## src/null_src_sink_pkg.sv

```systemverilog
package null_src_sink_pkg;

  // ------------------------------------------------------------------------
  // Widths
  // ------------------------------------------------------------------------
  localparam int chdr_w = 64;
  localparam int nipc   = 2;
  localparam int item_w = 32;
  localparam int pyld_w = nipc * item_w;
  localparam int cnt_w  = 64;

  // ------------------------------------------------------------------------
  // Register map
  // ------------------------------------------------------------------------
  localparam logic [19:0] reg_ctrl_status       = 20'h00;
  localparam logic [19:0] reg_src_lines_per_pkt = 20'h04;
  localparam logic [19:0] reg_src_bytes_per_pkt = 20'h08;
  localparam logic [19:0] reg_src_throttle_cyc  = 20'h0C;
  localparam logic [19:0] reg_snk_line_cnt_lo   = 20'h10;
  localparam logic [19:0] reg_snk_line_cnt_hi   = 20'h14;
  localparam logic [19:0] reg_snk_pkt_cnt_lo    = 20'h18;
  localparam logic [19:0] reg_snk_pkt_cnt_hi    = 20'h1C;
  localparam logic [19:0] reg_src_line_cnt_lo   = 20'h20;
  localparam logic [19:0] reg_src_line_cnt_hi   = 20'h24;
  localparam logic [19:0] reg_src_pkt_cnt_lo    = 20'h28;
  localparam logic [19:0] reg_src_pkt_cnt_hi    = 20'h2C;
  localparam logic [19:0] reg_loop_line_cnt_lo  = 20'h30;
  localparam logic [19:0] reg_loop_line_cnt_hi  = 20'h34;
  localparam logic [19:0] reg_loop_pkt_cnt_lo   = 20'h38;
  localparam logic [19:0] reg_loop_pkt_cnt_hi   = 20'h3C;

  // CHDR field values
  localparam logic [2:0] chdr_pkt_type_data = 3'd6;
  localparam logic [3:0] context_field_hdr  = 4'd0;

  // Source FSM states
  localparam logic [1:0] st_hdr  = 2'd0;
  localparam logic [1:0] st_pyld = 2'd1;
  localparam logic [1:0] st_wait = 2'd2;

  // ------------------------------------------------------------------------
  // Beats and register port
  // ------------------------------------------------------------------------
  typedef struct packed {
    logic [pyld_w-1:0] data;
    logic [nipc-1:0]   keep;
    logic              last;
  } pyld_beat_t;

  typedef struct packed {
    logic [chdr_w-1:0] data;
    logic [3:0]        user;
    logic              last;
  } ctxt_beat_t;

  typedef struct packed {
    logic        wr;
    logic        rd;
    logic [19:0] addr;
    logic [31:0] data;
  } ctrlport_req_t;

  typedef struct packed {
    logic        ack;
    logic [31:0] data;
  } ctrlport_resp_t;

  typedef struct packed {
    logic        en;
    logic [11:0] lpp;
    logic [15:0] bpp;
    logic [9:0]  throttle;
  } src_cfg_t;

  // Header word, MSB first
  function automatic logic [chdr_w-1:0] chdr_build_header(
    input logic [5:0]  vc,
    input logic        eob,
    input logic        eov,
    input logic [2:0]  pkt_type,
    input logic [4:0]  num_mdata,
    input logic [15:0] seq_num,
    input logic [15:0] length,
    input logic [15:0] dst_epid
  );
    return {vc, eob, eov, pkt_type, num_mdata, seq_num, length, dst_epid};
  endfunction

endpackage
```

## src/null_src_sink_core.sv

```systemverilog
module null_src_sink_core (
  input  logic                              rfnoc_chdr_clk,
  input  logic                              rfnoc_chdr_rst,
  // Sink
  input  null_src_sink_pkg::pyld_beat_t     snk_pyld,
  input  logic                              snk_pyld_valid,
  output logic                              snk_pyld_ready,
  output logic                              snk_ctxt_ready,
  // Loop input
  input  null_src_sink_pkg::pyld_beat_t     loop_in_pyld,
  input  logic                              loop_in_pyld_valid,
  output logic                              loop_in_pyld_ready,
  input  null_src_sink_pkg::ctxt_beat_t     loop_in_ctxt,
  input  logic                              loop_in_ctxt_valid,
  output logic                              loop_in_ctxt_ready,
  // Loop output
  output null_src_sink_pkg::pyld_beat_t     loop_out_pyld,
  output logic                              loop_out_pyld_valid,
  input  logic                              loop_out_pyld_ready,
  output null_src_sink_pkg::ctxt_beat_t     loop_out_ctxt,
  output logic                              loop_out_ctxt_valid,
  input  logic                              loop_out_ctxt_ready,
  // Source
  output null_src_sink_pkg::pyld_beat_t     src_pyld,
  output logic                              src_pyld_valid,
  input  logic                              src_pyld_ready,
  output null_src_sink_pkg::ctxt_beat_t     src_ctxt,
  output logic                              src_ctxt_valid,
  input  logic                              src_ctxt_ready,
  // Register port
  input  null_src_sink_pkg::ctrlport_req_t  ctrlport_req,
  output null_src_sink_pkg::ctrlport_resp_t ctrlport_resp
);

  null_src_sink_pkg::src_cfg_t         src_cfg;
  logic                                clear_cnts;
  logic [1:0]                          src_state;
  logic [null_src_sink_pkg::cnt_w-1:0] snk_line_cnt;
  logic [null_src_sink_pkg::cnt_w-1:0] snk_pkt_cnt;
  logic [null_src_sink_pkg::cnt_w-1:0] src_line_cnt;
  logic [null_src_sink_pkg::cnt_w-1:0] src_pkt_cnt;
  logic [null_src_sink_pkg::cnt_w-1:0] loop_line_cnt;
  logic [null_src_sink_pkg::cnt_w-1:0] loop_pkt_cnt;

  // ------------------------------------------------------------------------
  // Null sink, everything is dropped
  // ------------------------------------------------------------------------
  assign snk_pyld_ready = 1'b1;
  assign snk_ctxt_ready = 1'b1;

  stream_line_counter u_snk_cnt (
    .rfnoc_chdr_clk (rfnoc_chdr_clk),
    .rfnoc_chdr_rst (rfnoc_chdr_rst),
    .clear          (clear_cnts),
    .valid          (snk_pyld_valid),
    .ready          (snk_pyld_ready),
    .last           (snk_pyld.last),
    .line_cnt       (snk_line_cnt),
    .pkt_cnt        (snk_pkt_cnt)
  );

  // ------------------------------------------------------------------------
  // Loopback
  // ------------------------------------------------------------------------
  loop_buffer #(.beat_t(null_src_sink_pkg::pyld_beat_t)) u_loop_pyld (
    .rfnoc_chdr_clk (rfnoc_chdr_clk),
    .rfnoc_chdr_rst (rfnoc_chdr_rst),
    .in_beat        (loop_in_pyld),
    .in_valid       (loop_in_pyld_valid),
    .in_ready       (loop_in_pyld_ready),
    .out_beat       (loop_out_pyld),
    .out_valid      (loop_out_pyld_valid),
    .out_ready      (loop_out_pyld_ready)
  );

  loop_buffer #(.beat_t(null_src_sink_pkg::ctxt_beat_t)) u_loop_ctxt (
    .rfnoc_chdr_clk (rfnoc_chdr_clk),
    .rfnoc_chdr_rst (rfnoc_chdr_rst),
    .in_beat        (loop_in_ctxt),
    .in_valid       (loop_in_ctxt_valid),
    .in_ready       (loop_in_ctxt_ready),
    .out_beat       (loop_out_ctxt),
    .out_valid      (loop_out_ctxt_valid),
    .out_ready      (loop_out_ctxt_ready)
  );

  stream_line_counter u_loop_cnt (
    .rfnoc_chdr_clk (rfnoc_chdr_clk),
    .rfnoc_chdr_rst (rfnoc_chdr_rst),
    .clear          (clear_cnts),
    .valid          (loop_out_pyld_valid),
    .ready          (loop_out_pyld_ready),
    .last           (loop_out_pyld.last),
    .line_cnt       (loop_line_cnt),
    .pkt_cnt        (loop_pkt_cnt)
  );

  // ------------------------------------------------------------------------
  // Null source
  // ------------------------------------------------------------------------
  null_source u_src (
    .rfnoc_chdr_clk (rfnoc_chdr_clk),
    .rfnoc_chdr_rst (rfnoc_chdr_rst),
    .cfg            (src_cfg),
    .pkt_cnt        (src_pkt_cnt[15:0]),
    .line_cnt       (src_line_cnt[15:0]),
    .pyld           (src_pyld),
    .pyld_valid     (src_pyld_valid),
    .pyld_ready     (src_pyld_ready),
    .ctxt           (src_ctxt),
    .ctxt_valid     (src_ctxt_valid),
    .ctxt_ready     (src_ctxt_ready),
    .state          (src_state)
  );

  stream_line_counter u_src_cnt (
    .rfnoc_chdr_clk (rfnoc_chdr_clk),
    .rfnoc_chdr_rst (rfnoc_chdr_rst),
    .clear          (clear_cnts),
    .valid          (src_pyld_valid),
    .ready          (src_pyld_ready),
    .last           (src_pyld.last),
    .line_cnt       (src_line_cnt),
    .pkt_cnt        (src_pkt_cnt)
  );

  null_src_sink_regs u_regs (
    .rfnoc_chdr_clk (rfnoc_chdr_clk),
    .rfnoc_chdr_rst (rfnoc_chdr_rst),
    .req            (ctrlport_req),
    .resp           (ctrlport_resp),
    .src_cfg        (src_cfg),
    .clear_cnts     (clear_cnts),
    .src_state      (src_state),
    .snk_line_cnt   (snk_line_cnt),
    .snk_pkt_cnt    (snk_pkt_cnt),
    .src_line_cnt   (src_line_cnt),
    .src_pkt_cnt    (src_pkt_cnt),
    .loop_line_cnt  (loop_line_cnt),
    .loop_pkt_cnt   (loop_pkt_cnt)
  );

endmodule

```

## src/null_src_sink_regs.sv

```systemverilog
module null_src_sink_regs (
  input  logic                                rfnoc_chdr_clk,
  input  logic                                rfnoc_chdr_rst,
  input  null_src_sink_pkg::ctrlport_req_t    req,
  output null_src_sink_pkg::ctrlport_resp_t   resp,
  output null_src_sink_pkg::src_cfg_t         src_cfg,
  output logic                                clear_cnts,
  input  logic [1:0]                          src_state,
  input  logic [null_src_sink_pkg::cnt_w-1:0] snk_line_cnt,
  input  logic [null_src_sink_pkg::cnt_w-1:0] snk_pkt_cnt,
  input  logic [null_src_sink_pkg::cnt_w-1:0] src_line_cnt,
  input  logic [null_src_sink_pkg::cnt_w-1:0] src_pkt_cnt,
  input  logic [null_src_sink_pkg::cnt_w-1:0] loop_line_cnt,
  input  logic [null_src_sink_pkg::cnt_w-1:0] loop_pkt_cnt
);

  logic        resp_ack;
  logic [31:0] resp_data;
  logic [31:0] rd_value;

  assign resp.ack  = resp_ack;
  assign resp.data = resp_data;

  // ------------------------------------------------------------------------
  // Writes
  // ------------------------------------------------------------------------
  always_ff @(posedge rfnoc_chdr_clk) begin
    if (rfnoc_chdr_rst) begin
      resp_ack   <= 1'b0;
      clear_cnts <= 1'b0;
      src_cfg    <= '0;
    end else begin
      resp_ack <= req.wr || req.rd;
      // Clear is a single-cycle pulse
      clear_cnts <= 1'b0;
      if (req.wr) begin
        case (req.addr)
          null_src_sink_pkg::reg_ctrl_status: begin
            src_cfg.en <= req.data[1];
            clear_cnts <= req.data[0];
          end
          null_src_sink_pkg::reg_src_lines_per_pkt: begin
            src_cfg.lpp <= req.data[11:0];
          end
          null_src_sink_pkg::reg_src_bytes_per_pkt: begin
            src_cfg.bpp <= req.data[15:0];
          end
          null_src_sink_pkg::reg_src_throttle_cyc: begin
            src_cfg.throttle <= req.data[9:0];
          end
          default: begin
          end
        endcase
      end
    end
  end

  // ------------------------------------------------------------------------
  // Reads
  // ------------------------------------------------------------------------
  always_comb begin
    case (req.addr)
      null_src_sink_pkg::reg_ctrl_status:
        rd_value = {8'(null_src_sink_pkg::nipc), 8'(null_src_sink_pkg::item_w),
                    src_state, 12'h0, src_cfg.en, clear_cnts};
      null_src_sink_pkg::reg_src_lines_per_pkt: rd_value = {20'h0, src_cfg.lpp};
      null_src_sink_pkg::reg_src_bytes_per_pkt: rd_value = {16'h0, src_cfg.bpp};
      null_src_sink_pkg::reg_src_throttle_cyc:  rd_value = {22'h0, src_cfg.throttle};
      null_src_sink_pkg::reg_snk_line_cnt_lo:   rd_value = snk_line_cnt[31:0];
      null_src_sink_pkg::reg_snk_line_cnt_hi:   rd_value = snk_line_cnt[63:32];
      null_src_sink_pkg::reg_snk_pkt_cnt_lo:    rd_value = snk_pkt_cnt[31:0];
      null_src_sink_pkg::reg_snk_pkt_cnt_hi:    rd_value = snk_pkt_cnt[63:32];
      null_src_sink_pkg::reg_src_line_cnt_lo:   rd_value = src_line_cnt[31:0];
      null_src_sink_pkg::reg_src_line_cnt_hi:   rd_value = src_line_cnt[63:32];
      null_src_sink_pkg::reg_src_pkt_cnt_lo:    rd_value = src_pkt_cnt[31:0];
      null_src_sink_pkg::reg_src_pkt_cnt_hi:    rd_value = src_pkt_cnt[63:32];
      null_src_sink_pkg::reg_loop_line_cnt_lo:  rd_value = loop_line_cnt[31:0];
      null_src_sink_pkg::reg_loop_line_cnt_hi:  rd_value = loop_line_cnt[63:32];
      null_src_sink_pkg::reg_loop_pkt_cnt_lo:   rd_value = loop_pkt_cnt[31:0];
      null_src_sink_pkg::reg_loop_pkt_cnt_hi:   rd_value = loop_pkt_cnt[63:32];
      default:                                  rd_value = 32'h0;
    endcase
  end

  // Read data held until the next read
  always_ff @(posedge rfnoc_chdr_clk) begin
    if (req.rd) begin
      resp_data <= rd_value;
    end
  end

endmodule

```

## src/null_source.sv

```systemverilog
module null_source (
  input  logic                          rfnoc_chdr_clk,
  input  logic                          rfnoc_chdr_rst,
  input  null_src_sink_pkg::src_cfg_t   cfg,
  input  logic [15:0]                   pkt_cnt,
  input  logic [15:0]                   line_cnt,
  output null_src_sink_pkg::pyld_beat_t pyld,
  output logic                          pyld_valid,
  input  logic                          pyld_ready,
  output null_src_sink_pkg::ctxt_beat_t ctxt,
  output logic                          ctxt_valid,
  input  logic                          ctxt_ready,
  output logic [1:0]                    state
);

  logic [11:0] lines_left;
  logic [9:0]  throttle_cntr;

  always_ff @(posedge rfnoc_chdr_clk) begin
    if (rfnoc_chdr_rst) begin
      state         <= null_src_sink_pkg::st_hdr;
      lines_left    <= '0;
      throttle_cntr <= '0;
    end else begin
      case (state)
        null_src_sink_pkg::st_hdr: begin
          if (ctxt_valid && ctxt_ready) begin
            state      <= null_src_sink_pkg::st_pyld;
            lines_left <= cfg.lpp;
          end
        end
        null_src_sink_pkg::st_pyld: begin
          if (pyld_valid && pyld_ready) begin
            if (pyld.last) begin
              if (cfg.throttle == 10'd0) begin
                state <= null_src_sink_pkg::st_hdr;
              end else begin
                state         <= null_src_sink_pkg::st_wait;
                throttle_cntr <= cfg.throttle;
              end
            end else begin
              lines_left <= lines_left - 12'd1;
            end
          end
        end
        null_src_sink_pkg::st_wait: begin
          // Gap of throttle+1 idle cycles
          if (throttle_cntr == 10'd0) begin
            state <= null_src_sink_pkg::st_hdr;
          end else begin
            throttle_cntr <= throttle_cntr - 10'd1;
          end
        end
        default: begin
          state <= null_src_sink_pkg::st_hdr;
        end
      endcase
    end
  end

  // Inverted count in the upper half of each item
  assign pyld.data  = {null_src_sink_pkg::nipc{~line_cnt, line_cnt}};
  assign pyld.keep  = '1;
  assign pyld.last  = (lines_left == 12'd0);
  assign pyld_valid = (state == null_src_sink_pkg::st_pyld);

  assign ctxt.data = null_src_sink_pkg::chdr_build_header(
    6'd0, 1'b0, 1'b0, null_src_sink_pkg::chdr_pkt_type_data, 5'd0,
    pkt_cnt, cfg.bpp, 16'd0);
  assign ctxt.user  = null_src_sink_pkg::context_field_hdr;
  assign ctxt.last  = 1'b1;
  assign ctxt_valid = (state == null_src_sink_pkg::st_hdr) && cfg.en;

endmodule

```

## src/loop_buffer.sv

```systemverilog
module loop_buffer #(
  parameter type beat_t = logic
) (
  input  logic  rfnoc_chdr_clk,
  input  logic  rfnoc_chdr_rst,
  input  beat_t in_beat,
  input  logic  in_valid,
  output logic  in_ready,
  output beat_t out_beat,
  output logic  out_valid,
  input  logic  out_ready
);

  beat_t skid_beat;
  logic  skid_valid;
  logic  in_fire;
  logic  out_free;

  assign in_ready = !skid_valid;
  assign in_fire  = in_valid && in_ready;
  // Output stage empty or draining this cycle
  assign out_free = !out_valid || out_ready;

  always_ff @(posedge rfnoc_chdr_clk) begin
    if (rfnoc_chdr_rst) begin
      out_valid  <= 1'b0;
      skid_valid <= 1'b0;
    end else if (out_free) begin
      out_valid  <= skid_valid || in_fire;
      skid_valid <= 1'b0;
    end else if (in_fire) begin
      skid_valid <= 1'b1;
    end
  end

  always_ff @(posedge rfnoc_chdr_clk) begin
    if (out_free) begin
      out_beat <= skid_valid ? skid_beat : in_beat;
    end else if (in_fire) begin
      skid_beat <= in_beat;
    end
  end

endmodule

```

## src/stream_line_counter.sv

```systemverilog
module stream_line_counter (
  input  logic                                rfnoc_chdr_clk,
  input  logic                                rfnoc_chdr_rst,
  input  logic                                clear,
  input  logic                                valid,
  input  logic                                ready,
  input  logic                                last,
  output logic [null_src_sink_pkg::cnt_w-1:0] line_cnt,
  output logic [null_src_sink_pkg::cnt_w-1:0] pkt_cnt
);

  logic accepted;

  assign accepted = valid && ready;

  always_ff @(posedge rfnoc_chdr_clk) begin
    if (rfnoc_chdr_rst || clear) begin
      line_cnt <= '0;
      pkt_cnt  <= '0;
    end else if (accepted) begin
      line_cnt <= line_cnt + 1'b1;
      // End of packet
      if (last) begin
        pkt_cnt <= pkt_cnt + 1'b1;
      end
    end
  end

endmodule

```

## config.mk

```make
export PLATFORM = sky130hd
export DESIGN_NAME = null_src_sink_core
export DESIGN_NICKNAME = d
export VERILOG_FILES = /design/src/null_src_sink_pkg.sv /design/src/null_src_sink_core.sv /design/src/null_src_sink_regs.sv /design/src/null_source.sv /design/src/loop_buffer.sv /design/src/stream_line_counter.sv
export SDC_FILE = /design/constraint.sdc
export NUM_CORES = 1
export LEC_CHECK = 0
export BUFFER_PORTS_ARGS = -buffer_cell sky130_fd_sc_hd__buf_2
export CAP_MARGIN = 20
export CELL_PAD_IN_SITES_DETAIL_PLACEMENT = 1
export CELL_PAD_IN_SITES_GLOBAL_PLACEMENT = 1
export CORE_ASPECT_RATIO = 0.7
export CORE_UTILIZATION = 38
export CTS_BUF_LIST = sky130_fd_sc_hd__clkbuf_2
export CTS_CLUSTER_DIAMETER = 40
export CTS_CLUSTER_SIZE = 14
export DETAILED_ROUTE_END_ITERATION = 6
export GPL_ROUTABILITY_DRIVEN = 0
export GPL_TIMING_DRIVEN = 1
export PLACE_DENSITY_LB_ADDON = 0.1
export SYNTH_ARGS = -nofsm -noshare
export SYNTH_HDL_FRONTEND = slang
export SYNTH_SLANG_ARGS = --single-unit
```

## constraint.sdc

```tcl
create_clock -name rfnoc_chdr_clk -period 21.5 [get_ports rfnoc_chdr_clk]
set_input_delay 3.225 -clock rfnoc_chdr_clk [delete_from_list [all_inputs] [get_ports rfnoc_chdr_clk]]
set_output_delay 3.225 -clock rfnoc_chdr_clk [all_outputs]
set_load 0.1 [all_outputs]
```

# --- Word-level counts from Yosys, hierarchy flattened ---
# Cells that the tools add are included.
classes:
  n_bitwise: 5
  add_sub_neg: 8
  order_cmp: 0
  mux: 18
  reduce_logical: 38
  n_div: 0
  n_shift: 0
  multipliers: 0
  n_eq_ne: 24
ops:
  columns: ["operator", "n"]
  rows:
  - ["$pmux 32 s16", 1]
  - ["$add 64x1->64 const B", 6]
  - ["$eq 20x6->1 const B", 8]
  - ["$eq 20x5->1 const B", 4]
  - ["$mux 69", 1]
  - ["$mux 67", 1]
  - ["$eq 20x4->1 const B", 2]
  - ["$mux 10", 4]
  - ["$mux 12", 3]
  - ["$pmux 12 s2", 1]
  - ["$eq 20x3->1 const B", 1]
  - ["$logic_not 10->1", 2]
  - ["$logic_not 20->1", 1]
  - ["$pmux 10 s2", 1]
  - ["$reduce_and 2->1", 9]
  - ["$not 16->16", 1]
  - ["$logic_not 12->1", 1]
  - ["$sub 12x1->12 const B", 1]
  - ["$mux 2", 5]
  - ["$sub 10x1->10 const B", 1]
  - ["$ne 2x1->1 const B", 4]
  - ["$reduce_and 4->1", 2]
  - ["$logic_and 1x1->1", 6]
  - ["$logic_or 1x1->1", 6]
  - ["other kinds (11)", 21]
totals:
  output_inout_bits: 313
  rom_bits: 0
  regBits: 757
  ramBits: 0
  inputBits: 266
  latch_bits: 0
  wordCells: 125
  n_memories: 0

# --- Depth between registers and ports, before layout ---
logic_depth:
  word_depth: 5
  ltp_mapped: 11
  depth_no_buf: 8

# --- Modules after synthesis ---
# Synthesis repeated with hierarchy kept, for this count alone.
hier_totals:
  cells_unflattened: 3745
  hier_area_um2: 37721.2
by_module_without_submodules:
  columns: ["mod", "cells_per_inst", "seq_area_each_um2", "area_per_inst_um2", "instances"]
  rows:
  - ["stream_line_counter at u_loop_cnt ...", 759, 2562.5, 6231.0, 2]
  - ["null_src_sink_regs", 723, 1781.7, 6189.7, 1]
  - ["stream_line_counter at u_src_cnt", 710, 2562.5, 5896.9, 1]
  - ["loop_buffer at u_loop_ctxt", 223, 4184.0, 5395.2, 1]
  - ["loop_buffer at u_loop_pyld", 217, 4063.9, 5247.5, 1]
  - ["null_source", 351, 480.5, 2511.2, 1]
  - ["null_src_sink_core", 3, 0.0, 18.8, 1]

# --- Worst setup path after synthesis ---
# Ideal clock, no wire load.
synth_path:
  kind: "input port to flip-flop"
  from: "input loop_out_ctxt_ready"
  to: "register u_loop_ctxt.skid_beat[0] (netlist name) (enable)"
  t_arrival_ps: 10100
  t_required_ps: 20905
  path_buffers: 0
  path_slack_ps: 10805
  setup_time_ps: 595
  path_stages: 2
  cell_sequence: "nand2b_1 -> nor3b_1"
synth_via:
  elab_chain_len: 3
synth_rtl:
  columns: ["item", "line", "source"]
  rows:
  - ["start, declared", "null_src_sink_core.sv:22", "input logic loop_out_ctxt_ready,"]
  - ["$logic_or 1x1->1", "loop_buffer.sv:22", "assign out_free = !out_valid || out_ready;"]
  - ["$not 1->1 (no line)", null, null]
  - ["$reduce_and 2->1 (no line)", null, null]
  - ["end signal, assigned", "loop_buffer.sv:40", "skid_beat <= in_beat;"]
  - ["end, declared", "loop_buffer.sv:14", "beat_t skid_beat;"]
# No other way between the ends.
# A chain may end at the register's enable or synchronous reset.

==> flow_summary.toml <==
[drt]
via_per_inst = 5.68
ant_nets = 0
drc_errors = 0
wl_um = 133000
drt_first_pass_iters = 7
via_count = 29400
wire_per_inst_um = 25.6
dr.first_iter.drc_count = 3277

[global_route]
grt_pass1_wl_um = 192000
grt_pass1_vias = 27900
grt_start_max_net_pins = 165
grt_antenna_before_repair = 7
track_usage_pct = 28.0
grt_overflow = 0

[sta]
worstMarginPinSlew_ns = 1.19
tns_ns = 0
final_hold_viol_count = 0
final_max_slew_viol_count = 0
setup_viol = 0
finClkSkew_ns = 0.178
rsz0062_at_grt = "no"
min_period_ns = 6.57
holdWs_ns = 0.488
relSlewSlack_pct = 19.8
fmax_ghz = 0.152
finalCritPeriodShare_pct = 30.6
fin_ws_ns = 14.93

[clock_network]
numCtsBuffers = 115
path_clk_slew_ns = 0.15
cts_tree = "done"
cts_resized = 0
postCtsSetupBuffers = 0
clock_sinks = 757
holdBufCountCts = 0
cts.path.max_buffers = 3
ctsHtreeMaxLevel = 3
clockRootBuffer = "clkbuf_2"
clk_latency_ns = 1.49

[logic_synthesis]
ys_ff_latch = 757
yosys.area.top_type_share_pct = 26.2
synth_edf_count = 304
ys.flop_type = "dfxtp_1"
synthCells = 3480
syn_area_per_cell_um2 = 10.0
synth_warnings = 0
yosys-top-cells-area = "edfxtp_1 26%, dfxtp_1 26%, xor2_1 5.1%"
synth_area_um2 = 34900
yosys.area.top_type = "edfxtp_1"
synth-async-reset-ratio_pct = 0
yosysSeqAreaShare_pct = 52.2
synth_cell_types = 71

[floorplanning]
num_rows = 92
initial_core_util_pct = 38.6
core_area_um2 = 90500
die_h_um = 255
ios = 579
dieArea_um2 = 93000
die_w_um = 364

[worst_setup_path]
rrSetupSlack_ns = 17.59
r2r_cells = 8
cp-end-kind = "output port"
cp_data_arrival_time_ns = 3.35
worstPathMaxFanout = 9
r2r_start = "u_src.state[0]"
r2r_end = "u_src_cnt.line_cnt[55]"
setup.worst_path.start_class = "flop"
crit_type = "reg -> out"
required_ns = 18.27

[min_path]
holdCritStartpoint = "u_src.throttle_cntr[4]"
whs_path_depth = 2
min_to = "u_src.throttle_cntr[4]"
min_path_type = "reg -> reg"

[job]
drv_cap = 0

[status]
outcome = "completed"

[placement]
io_buffer_count = 455
hpwl_um = 97700
pre_cts_ws_ns = 14.70

[pwr]
vdd_drop_max_mv = 0.0450
finalPower_uw = 2880
powerDensity_nw_per_um2 = 73.1
power_leakage_uw = 0.0139

[layout]
drive_above_1_share_pct = 22.6
n_fill_cell = 10400
final_util_pct = 43.5
syn2layout_area_growth_pct = 12.9
nets = 4126
seq_area_um2 = 18200
multiInputGateArea_um2 = 15100
-- synth_stat cells, types with 3 or more instances --
cell,instances
a211oi_1,3
a21o_1,3
a21oi_1,147
a221oi_1,28
a222oi_1,30
a22o_1,17
a22oi_1,66
a31oi_1,5
a32oi_1,5
and2_1,35
and3_1,89
and4_1,44
buf_1,14
buf_2,12
buf_4,126
clkbuf_1,137
dfxtp_1,453
edfxtp_1,304
ha_1,13
inv_1,65
mux2_2,139
mux2i_1,21
nand2_1,279
nand2b_1,12
nand3_1,186
nand3b_1,5
nand4_1,163
nand4b_1,4
nor2_1,410
nor2b_1,7
nor3_1,72
nor3b_1,3
nor4_1,53
nor4_2,3
nor4_4,4
o2111ai_1,4
o21a_1,7
o21ai_0,73
o2bb2ai_1,14
o32ai_1,6
or2_2,5
or3_1,59
xnor2_1,114
xor2_1,202
-- area by class of cell --
class	instances	share of cell area (%)
Antenna cell	12	0.0762
Sequential cell	757	46.2
Timing Repair Buffer	502	6.71
Inverter	65	0.619
Clock buffer	120	1.52
Multi-Input combinational cell	2406	38.3
Tap cell	1222	3.88
Clock inverter	98	2.64
-- sequential cells by signal, summed over array words and instances (netlist names) --
register and count:
u_loop_cnt.pkt_cnt 64, u_src.state 2, u_src.lines_left 12, u_regs.clear_cnts 1
u_loop_pyld.out_beat 67, u_regs.resp_ack 1, u_loop_cnt.line_cnt 64, u_loop_pyld.skid_beat 67
u_loop_ctxt.skid_valid 1, u_loop_ctxt.out_beat 69, u_snk_cnt.pkt_cnt 64, u_src_cnt.pkt_cnt 64
u_regs.src_cfg 39, u_loop_pyld.out_valid 1, u_src_cnt.line_cnt 64, u_loop_pyld.skid_valid 1
u_regs.resp_data 32, u_loop_ctxt.skid_beat 69, u_loop_ctxt.out_valid 1, u_src.throttle_cntr 10
u_snk_cnt.line_cnt 64
-- report_power, final --
group	internal [µW]	leakage, µW	switching, µW
clock network	360	0.000967	675
registers	1530	0.00662	9.44
logic	45.2	0.00630	261
-- metrics by stage --
step | std cells | cell area [µm²]
floorplan | 3519 | 35000
global placement | 4951 | 37700
detailed placement | 4952 | 37700
CTS | 5170 | 39400
global route | 5179 | 39400
finish | 5182 | 39400
-- routing by layer --
| metal | global-route usage, % | vias up | part of all wire (%) |
|---|---|---|---|
| li1 | - | 13300 | - |
| met1 | 42.6 | 14800 | 47 |
| met2 | 37.8 | 1220 | 40 |
| met3 | 8.82 | 169 | 11 |
| met4 | 6.51 | 0 | 2.1 |
| met5 | 0 | - | 0 |
-- worst max-delay path, cell delays in order, from the launching register on --
cell and delay [ns]:
dfxtp_1 0.39, inv_1 0.10, ha_1 0.13, nor4b_2 0.30, nand4_2 0.40, inv_1 0.13
buf_2 0.44
-- cells by family (layout without fill, tap and decap cells) --
group	after synthesis	in the layout	synth area share, %
DFF	757	757	52.2
adders and majority gates	13	13	0.466
and+or+nand+nor	1449	1449	20.9
AOI/OAI and AO/OA	427	427	8.12
other	2	53	0.0215
buffers and inverters	356	785	5.26
muxes	160	160	5.09
xor gates and xnor gates	316	316	7.93
-- layout by cell type, fill, tap and decap left out, drive strengths merged, types with 5 or more instances in the layout --
| cell | Yosys | layout |
|---|---|---|
| a21oi | 147 | 147 |
| a221oi | 28 | 28 |
| a222oi | 30 | 30 |
| a22o | 17 | 17 |
| a22oi | 66 | 66 |
| a31oi | 5 | 5 |
| a32oi | 5 | 5 |
| and2 | 35 | 35 |
| and3 | 89 | 89 |
| and4 | 45 | 45 |
| buf | 153 | 502 |
| bufinv | 0 | 12 |
| clkbuf | 138 | 120 |
| clkinv | 0 | 35 |
| clkinvlp | 0 | 16 |
| conb | 2 | 41 |
| dfxtp | 453 | 453 |
| diode | 0 | 12 |
| edfxtp | 304 | 304 |
| ha | 13 | 13 |
| inv | 65 | 100 |
| mux2 | 139 | 139 |
| mux2i | 21 | 21 |
| nand2 | 279 | 279 |
| nand2b | 12 | 12 |
| nand3 | 187 | 187 |
| nand3b | 5 | 5 |
| nand4 | 165 | 165 |
| nor2 | 410 | 410 |
| nor2b | 7 | 7 |
| nor3 | 74 | 74 |
| nor4 | 60 | 60 |
| o21a | 7 | 7 |
| o21ai | 74 | 74 |
| o2bb2ai | 14 | 14 |
| o32ai | 6 | 6 |
| or2 | 5 | 5 |
| or3 | 59 | 59 |
| xnor2 | 114 | 114 |
| xor2 | 202 | 202 |
-- worst max-delay path by stage --
stage / from / endpoint / slack, ns / depth (start not counted)
after floorplan: loop_out_ctxt_ready / u_loop_ctxt.skid_beat[0] / 10.81 / 2
after global placement: src_pyld_ready / u_src_cnt.line_cnt[55] / 14.64 / 7
after detailed placement: rfnoc_chdr_rst / u_src_cnt.line_cnt[12] / 14.70 / 6
after CTS: u_src.lines_left[0] / src_pyld[0] / 14.78 / 6
after global routing: u_src.lines_left[0] / src_pyld[0] / 14.63 / 6
final: u_src.lines_left[0] / src_pyld[0] / 14.93 / 6
(Power assumes the default switching activity.)
